`config.mk`:
```
export PLATFORM = sky130hd
export DESIGN_NAME = mem_stage
export DESIGN_NICKNAME = d
export VERILOG_FILES = /design/src/rtl/lsu_pkg.sv /design/src/rtl/load_extend.sv /design/src/rtl/load_sequencer.sv /design/src/rtl/mem_req_capture.sv /design/src/rtl/mem_stage.sv
export SDC_FILE = /design/constraint.sdc
export NUM_CORES = 1
export LEC_CHECK = 0
export BUFFER_PORTS_ARGS = -buffer_cell sky130_fd_sc_hd__buf_4
export CAP_MARGIN = 15
export CORE_UTILIZATION = 25
export CTS_BUF_LIST = sky130_fd_sc_hd__clkbuf_8
export DETAILED_ROUTE_END_ITERATION = 8
export GPL_ROUTABILITY_DRIVEN = 0
export PLACE_DENSITY = 0.43
export SLEW_MARGIN = 5
export SYNTH_ARGS = -nofsm -noshare
export SYNTH_HDL_FRONTEND = slang
export SYNTH_HIERARCHICAL = 1
export SYNTH_SLANG_ARGS = --single-unit
```
`constraint.sdc`:
```
create_clock -name clk -period 4.85 [get_ports clk]
set_input_delay 0.2425 -clock clk [delete_from_list [all_inputs] [get_ports clk]]
set_output_delay 0.2425 -clock clk [all_outputs]
set_load 0.005 [all_outputs]
```
`src/rtl/lsu_pkg.sv`:
```
`default_nettype none

package lsu_pkg;

    // datapath and address width
    localparam int xlen = 64;

    // read bus id width
    localparam int id_w = 4;

    // id this stage puts on requests
    // fetch shares the bus with its own ids
    localparam logic [id_w-1:0] mem_id = 2;

    // byte offset bits inside one 64-bit beat
    localparam int off_w = 3;

    // load kinds
    // none marks an op that only carries an alu result
    typedef enum logic [2:0] {
        lb   = 3'd0,
        lh   = 3'd1,
        lw   = 3'd2,
        ld   = 3'd3,
        lbu  = 3'd4,
        lhu  = 3'd5,
        lwu  = 3'd6,
        none = 3'd7
    } load_kind_t;

    // op as handed over by execute
    typedef struct packed {
        load_kind_t      kind;
        logic [xlen-1:0] base;
        logic [xlen-1:0] offset;
        logic [xlen-1:0] alu_res;
    } ex_op_t;

    // op after capture, address already summed
    typedef struct packed {
        load_kind_t      kind;
        logic [xlen-1:0] addr;
        logic [xlen-1:0] alu_res;
    } mem_op_t;

    // read request on the shared bus
    // addr is always doubleword aligned
    typedef struct packed {
        logic [xlen-1:0] addr;
        logic [id_w-1:0] id;
    } rd_req_t;

    // read response, one full beat
    typedef struct packed {
        logic [xlen-1:0] data;
        logic [id_w-1:0] id;
    } rd_rsp_t;

    // writeback record
    typedef struct packed {
        logic [xlen-1:0] data;
        logic            from_mem;
    } wb_t;

endpackage

`default_nettype wire

```
`src/rtl/load_extend.sv`:
```
`timescale 1ns/10ps
`default_nettype none

module load_extend (
    input  wire logic                     done,
    input  wire lsu_pkg::mem_op_t         op,
    input  wire logic [lsu_pkg::xlen-1:0] beat,
    output logic                          wb_valid,
    output lsu_pkg::wb_t                  wb
);

    // byte lane inside the beat
    logic [lsu_pkg::off_w-1:0] lane;

    // beat shifted so the addressed byte sits at bit 0
    logic [lsu_pkg::xlen-1:0] lane_data;

    // data after extension or alu pass-through
    logic [lsu_pkg::xlen-1:0] wb_data;

    assign lane      = op.addr[lsu_pkg::off_w-1:0];
    assign lane_data = beat >> {lane, 3'b000};

    // extension by kind
    always_comb begin
        case (op.kind)
            lsu_pkg::lb: begin
                wb_data = {{(lsu_pkg::xlen-8){lane_data[7]}}, lane_data[7:0]};
            end
            lsu_pkg::lh: begin
                wb_data = {{(lsu_pkg::xlen-16){lane_data[15]}}, lane_data[15:0]};
            end
            lsu_pkg::lw: begin
                wb_data = {{(lsu_pkg::xlen-32){lane_data[31]}}, lane_data[31:0]};
            end
            // full beat, lane is zero for an aligned ld
            lsu_pkg::ld: begin
                wb_data = lane_data;
            end
            lsu_pkg::lbu: begin
                wb_data = {{(lsu_pkg::xlen-8){1'b0}}, lane_data[7:0]};
            end
            lsu_pkg::lhu: begin
                wb_data = {{(lsu_pkg::xlen-16){1'b0}}, lane_data[15:0]};
            end
            lsu_pkg::lwu: begin
                wb_data = {{(lsu_pkg::xlen-32){1'b0}}, lane_data[31:0]};
            end
            // not a load, alu result goes through
            lsu_pkg::none: begin
                wb_data = op.alu_res;
            end
            default: begin
                wb_data = '0;
            end
        endcase
    end

    // writeback select
    always_comb begin
        wb.data     = wb_data;
        wb.from_mem = (op.kind != lsu_pkg::none);
    end

    // record is valid for the single done cycle
    assign wb_valid = done;

endmodule

`default_nettype wire

```
`src/rtl/load_sequencer.sv`:
```
`timescale 1ns/10ps
`default_nettype none

module load_sequencer (
    input  wire logic             clk,
    input  wire logic             rst_n,
    // captured op from the input side
    input  wire logic             req_valid,
    input  wire lsu_pkg::mem_op_t req,
    // shared read bus
    output logic                  rd_req_valid,
    output lsu_pkg::rd_req_t      rd_req,
    input  wire logic             rd_ack,
    input  wire logic             rd_rsp_valid,
    input  wire lsu_pkg::rd_rsp_t rd_rsp,
    // status toward execute and the output side
    output logic                  busy,
    output logic                  done,
    output logic [lsu_pkg::xlen-1:0] beat,
    output lsu_pkg::mem_op_t      op
);

    typedef enum logic [1:0] {
        st_idle = 2'd0,
        st_req  = 2'd1,
        st_wait = 2'd2,
        st_done = 2'd3
    } seq_state_t;

    seq_state_t state;
    seq_state_t state_nxt;

    // held op and returned beat
    lsu_pkg::mem_op_t         op_q;
    logic [lsu_pkg::xlen-1:0] beat_q;

    // response is ours and we are waiting for it
    logic rsp_hit;

    assign rsp_hit = (state == st_wait) && rd_rsp_valid && (rd_rsp.id == lsu_pkg::mem_id);

    // next state
    always_comb begin
        state_nxt = state;
        case (state)
            st_idle: begin
                if (req_valid) begin
                    // non-loads go straight to writeback
                    if (req.kind == lsu_pkg::none) begin
                        state_nxt = st_done;
                    end else begin
                        state_nxt = st_req;
                    end
                end
            end
            st_req: begin
                // hold the request until the bus takes the address
                if (rd_ack) begin
                    state_nxt = st_wait;
                end
            end
            st_wait: begin
                // foreign ids are fetch traffic, just drop them
                if (rsp_hit) begin
                    state_nxt = st_done;
                end
            end
            st_done: begin
                state_nxt = st_idle;
            end
            default: begin
                state_nxt = st_idle;
            end
        endcase
    end

    always_ff @(posedge clk or negedge rst_n) begin
        if (!rst_n) begin
            state <= st_idle;
        end else begin
            state <= state_nxt;
        end
    end

    // op is taken in idle only, one op in flight
    always_ff @(posedge clk) begin
        if (state == st_idle && req_valid) begin
            op_q <= req;
        end
        if (rsp_hit) begin
            beat_q <= rd_rsp.data;
        end
    end

    // request address dropped to the doubleword boundary
    assign rd_req.addr  = {op_q.addr[lsu_pkg::xlen-1:lsu_pkg::off_w], {lsu_pkg::off_w{1'b0}}};
    assign rd_req.id    = lsu_pkg::mem_id;
    assign rd_req_valid = (state == st_req);

    // busy covers the req_valid cycle too, the fsm is still idle there
    assign busy = req_valid || (state != st_idle);
    assign done = (state == st_done);
    assign beat = beat_q;
    assign op   = op_q;

endmodule

`default_nettype wire

```
`src/rtl/mem_req_capture.sv`:
```
`timescale 1ns/10ps
`default_nettype none

module mem_req_capture (
    input  wire logic            clk,
    input  wire logic            rst_n,
    // one-cycle strobe from execute
    input  wire logic            ex_valid,
    input  wire lsu_pkg::ex_op_t ex_op,
    // one-cycle pulse toward the sequencer
    output logic                 req_valid,
    output lsu_pkg::mem_op_t     req
);

    // effective address, base plus offset
    logic [lsu_pkg::xlen-1:0] eff_addr;

    // captured op before the register
    lsu_pkg::mem_op_t op_in;

    // adder sits in front of the capture flop
    assign eff_addr = ex_op.base + ex_op.offset;

    // repack into the captured shape
    always_comb begin
        op_in.kind    = ex_op.kind;
        op_in.addr    = eff_addr;
        op_in.alu_res = ex_op.alu_res;
    end

    // strobe follows ex_valid by one cycle
    always_ff @(posedge clk or negedge rst_n) begin
        if (!rst_n) begin
            req_valid <= 1'b0;
        end else begin
            req_valid <= ex_valid;
        end
    end

    // payload only loads on a new op
    // holds otherwise, sequencer samples it with req_valid
    always_ff @(posedge clk) begin
        if (ex_valid) begin
            req <= op_in;
        end
    end

endmodule

`default_nettype wire

```
`src/rtl/mem_stage.sv`:
```
`timescale 1ns/10ps
`default_nettype none

module mem_stage (
    input  wire logic             clk,
    input  wire logic             rst_n,
    // execute side
    input  wire logic             ex_valid,
    input  wire lsu_pkg::ex_op_t  ex_op,
    output logic                  busy,
    // shared read bus
    output logic                  rd_req_valid,
    output lsu_pkg::rd_req_t      rd_req,
    input  wire logic             rd_ack,
    input  wire logic             rd_rsp_valid,
    input  wire lsu_pkg::rd_rsp_t rd_rsp,
    // writeback side
    output logic                  wb_valid,
    output lsu_pkg::wb_t          wb
);

    // capture to sequencer
    logic             req_valid;
    lsu_pkg::mem_op_t req;

    // sequencer to extend
    logic                     done;
    logic [lsu_pkg::xlen-1:0] beat;
    lsu_pkg::mem_op_t         op;

    mem_req_capture u_capture (
        .clk       (clk),
        .rst_n     (rst_n),
        .ex_valid  (ex_valid),
        .ex_op     (ex_op),
        .req_valid (req_valid),
        .req       (req)
    );

    load_sequencer u_sequencer (
        .clk          (clk),
        .rst_n        (rst_n),
        .req_valid    (req_valid),
        .req          (req),
        .rd_req_valid (rd_req_valid),
        .rd_req       (rd_req),
        .rd_ack       (rd_ack),
        .rd_rsp_valid (rd_rsp_valid),
        .rd_rsp       (rd_rsp),
        .busy         (busy),
        .done         (done),
        .beat         (beat),
        .op           (op)
    );

    // lane select and extension, purely combinational
    load_extend u_extend (
        .done     (done),
        .op       (op),
        .beat     (beat),
        .wb_valid (wb_valid),
        .wb       (wb)
    );

endmodule

`default_nettype wire
```
# Yosys cells after proc, flatten, opt, wreduce, memory -nomap -nowiden
# Cells that the tools add are included.
# word_totals
ramBits	0
latch_bits	0
memories	0
in_bits	268
elab_cells	41
regBits	329
out_inout_bits	136
mem_bits_ro	0
# classes
mul	0
reduce_logical	8
muxes	6
shifts	1
div	0
bitwise	0
eq_ne	16
order_cmp	0
add_sub_neg	1
# op_table
operator	n
$pmux 64 s8	1
$add 64x64->64	1
$shr 64x6->64	1
$eq 3x3->1 const B	5
$mux 2	4
$pmux 2 s4	1
$eq 3x2->1 const B	2
$eq 2x2->1 const B	2
$eq 4x2->1 const B	1
$ne 2x1->1 const B	2
$eq 3x1->1 const B	1
$logic_and 1x1->1	3
$logic_not 3->1	1
$ne 3x3->1 const B	1
$reduce_and 3->1	1
$eq 2x1->1 const B	1
$logic_not 2->1	1
$ne 2x2->1 const B	1
$reduce_bool 2->1	1
$logic_or 1x1->1	1

# Longest topological paths before layout
# Gate-level depths: netlist of the first run.
# logic_depth
ltp_word	5
mapped_depth	11

# Modules after synthesis
# Netlist of the first run, hierarchy kept.
# by_module_without_submodules
module	area_each_um2	cells_per_inst	seq_area_each_um2	instances
mem_req_capture	7796.2	696	3958.8	1
load_sequencer	6578.8	286	5905.7	1
load_extend	2673.8	380	0.0	1

# Worst setup path after synthesis of the first run
# OpenSTA, ideal clock, no wires.
# synth_timing
path_kind	reg2reg
from	register u_sequencer.state[0]
to	register u_sequencer.op_q (netlist bit u_sequencer/op[0]) (enable)
path_buffers	0
required_time_ns	4.344
period_less_slack_ns	4.174
slack_ns	0.676
path_stages_with_launch	4
arrival_ns	3.668
path_cell_list	dfrtp_1 -> inv_1 -> ha_1 -> and2_1
# synth_via
elab_chain_len	2
# synth_lines
element	line_no	text
from (decl)	load_sequencer.sv:30	seq_state_t state;
from (signal assigned)	load_sequencer.sv:79	state <= st_idle;
from (signal assigned)	load_sequencer.sv:81	state <= state_nxt;
$logic_not 2->1	load_sequencer.sv:87	if (state == st_idle && req_valid) begin
$logic_and 1x1->1	load_sequencer.sv:87	
to (signal assigned)	load_sequencer.sv:88	op_q <= req;
to (decl)	load_sequencer.sv:34	lsu_pkg::mem_op_t op_q;
# No other way between the ends.
# A chain may end at the register's enable or synchronous reset.

==> results of run 1 <==
synth_stat cells, types with 5 or more instances:
cell	count	area, µm²
inv_1	23	86.3
nand2_1	113	424
a32oi_1	17	149
o21a_1	6	45.0
a22oi_1	26	195
ha_1	68	851
edfxtp_1	326	9790
buf_4	78	586
nor2_1	50	188
and3_1	11	68.8
buf_6	12	135
nor3_1	7	35.0
a31oi_1	8	50.1
clkbuf_1	25	93.8
o211ai_1	11	82.6
xnor2_1	37	324
nand4_1	70	438
mux2i_1	60	601
o22ai_1	11	68.8
and2_1	11	68.8
a21oi_1	77	385
o21ai_1	14	70.1
buf_2	21	105
nand2b_1	14	87.6
nor2b_1	11	68.8
a2bb2oi_1	6	52.6
nand3_1	33	165
o21bai_1	14	105
xor2_1	23	201
mux4_2	7	158
o21ai_2	5	43.8
a21o_1	31	233
o21ai_0	50	250
area by class of cell:
class / count / share of cell area
flip-flops and latches: 329 / 0.429
multi-input cells: 872 / 0.269
repair buffers: 546 / 0.194
inverters: 25 / 0.00408
well taps: 873 / 0.0475
clock buffers: 72 / 0.0431
clock inverters: 49 / 0.0128
diodes: 11 / 0.00120
worst max-delay path, cell delays in order (launching register included):
cell	delay, ns
edfxtp_1	0.83
clkinv_1	1.00
mux4_2	0.86
o21ai_1	0.15
buf_4	0.13
path summary, 6_finish.rpt:
check	startpoint	end	slack [ns]
max	u_sequencer/op[64]	wb[7]	1.01
min	ex_op[64]	u_capture/req[64]	0.06
max reg2reg	u_sequencer/state[0]	u_sequencer/beat[59]	2.09
min reg2reg	u_capture/req[111]	u_sequencer/op[111]	0.41
max in group asynchronous	rst_n	u_capture/req_valid	4.18
min in group asynchronous	rst_n	u_sequencer/state[0]	0.51
routing by layer:
layer / vias up / share of wire
met5: - / 0.0031
met4: 28 / 0.028
met3: 108 / 0.067
met2: 493 / 0.49
met1: 6340 / 0.41
li1: 6144 / -
sequential cells by signal, indices dropped and copies added (netlist names):
name                 cells
u_sequencer/state        2
u_capture/req_valid      1
u_sequencer/op         131
u_sequencer/beat        64
u_capture/req          131
kinds of logic after synthesis:
logic type | Yosys count | share of synthesized area
fa+ha+maj | 69 | 0.0511
flops | 329 | 0.579
other cells | 2 | 0.000440
buf+inv | 166 | 0.0608
xor+xnor | 60 | 0.0308
compound gates | 321 | 0.129
simple gates | 345 | 0.103
mux | 70 | 0.0467
cells in the final DEF (no fill, tap or decap), types with 40 or more instances in the layout:
cell / netlist / routed
clkbuf_8: 0 / 72
a21oi_1: 77 / 77
nand2_1: 113 / 113
mux2i_1: 60 / 60
o21ai_0: 50 / 50
edfxtp_1: 326 / 326
inv_1: 23 / 40
nand4_1: 70 / 70
buf_4: 78 / 409
nor2_1: 50 / 50
dlygate4sd3_1: 0 / 134
ha_1: 68 / 68
metrics by stage:
step	power (µW)	setup WS [ns]	util	hold WS [ns]	std cells
floorplan	5090	0.676	-	-0.0531	1367
global placement	6150	1.66	0.303	0.0372	2511
detailed placement	6160	1.63	0.303	0.0388	2511
CTS	9200	0.891	0.342	0.00710	2766
global route	9490	0.727	0.342	0.0215	2772
finish	9020	1.01	0.342	0.0604	2777
power breakdown:
part,switching (µW),internal (µW)
sequential,165,3640
clock,1280,1530
combinational,1330,1070
total,2780,6240
==> results.py, run 1 <==
metrics = {
    "timing": {
        "clock-skew-final_ns": 0.0226,
        "setup_viol": 0,
        "hold_viol": 0,
        "relSlewSlack": 0.281,
        "rsz0062_at_grt": "no",
        "finalCriticalPeriod_ns": 3.84,
        "fin_crit_sh": 0.792,
        "worstMarginPinSlew_ns": 1.08,
        "setup-tns-final_ns": 0,
        "report.final.slew_viol_count": 0,
        "fmax_mhz": 260,
    },
    "clock_tree": {
        "clock_path_buffers": 3,
        "cts-root-buf": "clkbuf_8",
        "cts_resized": 0,
        "cts_buffers": 69,
        "cts.sinks": 329,
        "clk_latency_ns": 0.63,
        "cts_tree": "built",
        "clk_pin_slew_ns": 0.05,
        "cts_htree_levels": 3,
        "post-cts-setup-buffers": 0,
        "holdBufCountCts": 134,
    },
    "floorplanning": {
        "die_w_um": 263,
        "rows": 95,
        "initial_core_util": 0.253,
        "core-area_um2": 67300,
        "die-area_um2": 69200,
        "top_level_ports": 404,
        "dieHeight_um": 263,
    },
    "finish": {
        "drive_gt1_frac": 0.291,
        "seqCellArea_um2": 9860,
        "fin_nets": 2180,
        "area_growth_pct": 35.0,
        "fillers": 6838,
        "final_area_um2": 23000,
        "multi_input_area_um2": 6190,
    },
    "synthesis": {
        "seq_area_frac_synth": 0.579,
        "synth_async_sr_flop_share": 0.00912,
        "synth.distinct_cells": 87,
        "avgSynthCellArea_um2": 12.5,
        "synth_area_um2": 17000,
        "ys_seq_elements": 329,
        "synth_top_flop_cell": "edfxtp_1",
        "synth_edf_count": 326,
        "syn-instance-count": 1362,
        "yosys_warnings": 6,
    },
    "global_route": {
        "grt_pass1_wl_um": 88000,
        "grt-ovfl-total": 0,
        "use_met1": 0.207,
        "antenna_found_initial": 26,
        "grt_max_degree": 133,
        "busiest_layer": "met2",
        "grt_pass1_vias": 13700,
        "use_met3": 0.0467,
        "grt_usage": 0.173,
        "met2_usage": 0.294,
    },
    "worst_hold_path": {
        "hp-class": "input port to flop",
        "holdPathStages": 2,
    },
    "drt": {
        "drc_errors": 0,
        "vias": 13100,
        "wl_per_cell_um": 22.0,
        "route.antenna.remaining_nets": 0,
        "wl_um": 61000,
        "drt_first_pass_iters": 8,
        "viasPerCell": 4.72,
        "drt_iter0_drc": 881,
    },
    "pwr": {
        "p_per_area_nw_per_um2": 392,
        "leakagePower_uw": 0.00922,
        "peakVddDrop_uv": 188,
    },
    "setup_path": {
        "cp_max_fo": 24,
        "reg2regPathDepth": 6,
        "arrival_ns": 3.60,
        "crit_type": "flop to primary output",
        "critPathLaunchType": "flop",
        "end_kind": "primary output",
        "critical_path_required_ns": 4.61,
    },
    "place": {
        "place_area_um2": 20400,
        "dp_hpwl_um": 45000,
        "io_buffers": 396,
    },
    "run_status": {
        "outcome": "finished, final reports clean",
    },
    "run": {
        "drv_cap": 0,
    },
}
Power figures use the tool's default switching activity.
==> run 2: changes to the inputs <==
Settings changed: ABC_AREA set to 1.
Clock period 4.85 ns to 3.75 ns, I/O delays scaled along.
==> results.py, run 2 <==
metrics = {
    "run_status": {
        "outcome": "finished, final reports clean",
    },
    "floorplanning": {
        "rows": 103,
        "core-area_um2": 78900,
        "die_w_um": 284,
        "top_level_ports": 404,
        "die-area_um2": 80800,
        "dieHeight_um": 284,
        "initial_core_util": 0.252,
    },
    "timing": {
        "rsz0062_at_grt": "no",
        "worstMarginPinSlew_ns": 0.864,
        "clock-skew-final_ns": 0.0271,
        "report.final.slew_viol_count": 0,
        "finalCriticalPeriod_ns": 3.31,
        "setup_viol": 0,
        "fin_crit_sh": 0.882,
        "relSlewSlack": 0.423,
        "fmax_mhz": 302,
        "hold_viol": 0,
        "setup-tns-final_ns": 0,
    },
    "drt": {
        "vias": 17600,
        "wl_um": 74500,
        "route.antenna.remaining_nets": 0,
        "viasPerCell": 4.39,
        "drt_iter0_drc": 1410,
        "drt_first_pass_iters": 7,
        "drc_errors": 0,
        "wl_per_cell_um": 18.6,
    },
    "setup_path": {
        "cp_common_cell": "nand2_1",
        "cp_max_fo": 52,
        "path_cells": "inv_2 > buf_4 > nand2_1 > nand2_1 > nand2_1 > nand2_1 > nand2_1 > nor2_1 > nor2_1 > nand3_1 > buf_4",
        "crit_slowest_cell": "edfxtp_1",
        "arrival_ns": 3.12,
        "reg2regPathDepth": 11,
        "crit_type": "flop to primary output",
        "slowest_delay_ns": 0.54,
        "critPathLaunchType": "flop",
        "critical_path_required_ns": 3.56,
        "end_kind": "primary output",
    },
    "pwr": {
        "peakVddDrop_uv": 231,
        "leakagePower_uw": 0.0126,
        "p_per_area_nw_per_um2": 473,
        "power_uw": 12400,
    },
    "synthesis": {
        "synth_edf_count": 326,
        "synth_area_um2": 19900,
        "yosys_warnings": 6,
        "synth_top_flop_cell": "edfxtp_1",
        "synth_largest_area_cell": "edfxtp_1",
        "ys_seq_elements": 329,
        "avgSynthCellArea_um2": 8.32,
        "syn-instance-count": 2392,
        "synth_async_sr_flop_share": 0.00912,
        "synth_top_area_frac": 0.492,
        "synth_common_cells": "902 x nand2_1, 379 x inv_1, 326 x edfxtp_1",
        "seq_area_frac_synth": 0.496,
        "synth.distinct_cells": 38,
        "synth.most_common_cell": "nand2_1",
        "synth.area.top_cells": "edfxtp_1 49%, nand2_1 17%, inv_1 7.1%",
    },
    "place": {
        "io_buffers": 396,
        "place_area_um2": 23500,
        "dp_hpwl_um": 57300,
    },
    "clock_tree": {
        "cts.sinks": 329,
        "clk_pin_slew_ns": 0.06,
        "cts_tree": "built",
        "cts_buffers": 70,
        "clk_latency_ns": 0.66,
        "holdBufCountCts": 145,
        "clock_path_buffers": 3,
        "post-cts-setup-buffers": 0,
        "cts_resized": 0,
        "cts-root-buf": "clkbuf_8",
        "cts_htree_levels": 3,
    },
    "global_route": {
        "grt-ovfl-total": 0,
        "antenna_found_initial": 7,
        "grt_pass1_vias": 18000,
        "grt_pass1_wl_um": 109000,
        "grt_usage": 0.182,
        "grt_max_degree": 75,
    },
    "finish": {
        "fin_nets": 3245,
        "final_cell_mix": "902 x nand2_1, 415 x buf_4, 396 x inv_1",
        "fillers": 8300,
        "drive_gt1_frac": 0.211,
        "area_growth_pct": 32.1,
        "layout_commonest_cell": "nand2_1",
        "final_area_um2": 26300,
    },
    "worst_hold_path": {
        "holdPathStages": 1,
        "hp-class": "input port to flop",
    },
    "run": {
        "drv_cap": 0,
    },
}
## run 2: cell count changes after synthesis, moves of 27 or more
| cell | before | now |
|---|---|---|
| nor2_1 | 50 | 147 |
| inv_1 | 23 | 379 |
| nand4_1 | 70 | 19 |
| nand2_1 | 113 | 902 |
| o21ai_0 | 50 | 13 |
| a21o_1 | 31 | 0 |
| nand3_1 | 33 | 164 |
| nand4_2 | 1 | 38 |
| mux2i_1 | 60 | 0 |
| nand2_2 | 1 | 28 |
| xnor2_1 | 37 | 1 |
## run 2: worst max-delay path, delay by kind of cell, from the launching register on
| kind | cells | cell delay, ns |
|---|---|---|
| buf+inv | 3 | 0.88 |
| simple gates | 8 | 1.01 |
| flops | 1 | 0.54 |
## run 2: area by class of cell
cell class | count | area (µm²) | area share
inverter | 383 | 1440 | 0.0549
sequential | 329 | 9860 | 0.375
multi-input combinational | 1560 | 7700 | 0.293
tap | 1050 | 1310 | 0.0500
timing repair buffer | 564 | 4640 | 0.176
clock buffer | 73 | 1000 | 0.0382
clock inverter | 48 | 325 | 0.0124
antenna | 3 | 7.51 | 0.000285
## run 2: final timing paths
check / start / end / slack (ns)
hold reg to reg: u_capture/req[15] / u_sequencer/op[15] / 0.40
hold / removal: ex_valid / u_capture/req[122] / 0.03
max in group asynchronous: rst_n / u_sequencer/state[1] / 3.17
setup reg to reg: u_sequencer/state[0] / u_sequencer/state[0] / 0.84
setup / recovery: u_sequencer/op[64] / wb[23] / 0.44
min in group asynchronous: rst_n / u_capture/req_valid / 0.44
## run 2: per-stage QoR
stage	std cells	hold WS (ns)	setup slack [ns]	utilization
6_report	4010	0.0341	0.442	0.333
5_1_grt	4009	0.0495	0.214	0.333
3_5_place_dp	3741	-0.0187	1.16	0.298
4_1_cts	4007	0.00231	0.402	0.333
2_1_floorplan	2397	-0.108	0.0212	-
3_3_place_gp	3741	-0.0215	1.13	0.298
## run 2: metal layers
metal,track usage,vias up,part of all wire
met5,0,-,0.00093
met4,0.0797,10,0.038
met3,0.0353,143,0.063
met2,0.324,606,0.51
met1,0.209,8225,0.39
li1,-,8603,-
## run 2: power by group
group / internal (µW) / switching (µW)
logic: 1500 / 2220
clock network: 2030 / 1800
registers: 4700 / 196
## run 2: kinds of logic (layout without fill, tap and decap cells)
group / after synthesis / in the layout / share of synthesized area
compound gates: 97 / 97 / 0.0265
other cells: 2 / 10 / 0.000377
fa+ha+maj: 69 / 69 / 0.0437
buf+inv: 508 / 1068 / 0.118
xor+xnor: 32 / 32 / 0.0141
flops: 329 / 329 / 0.496
simple gates: 1355 / 1355 / 0.301
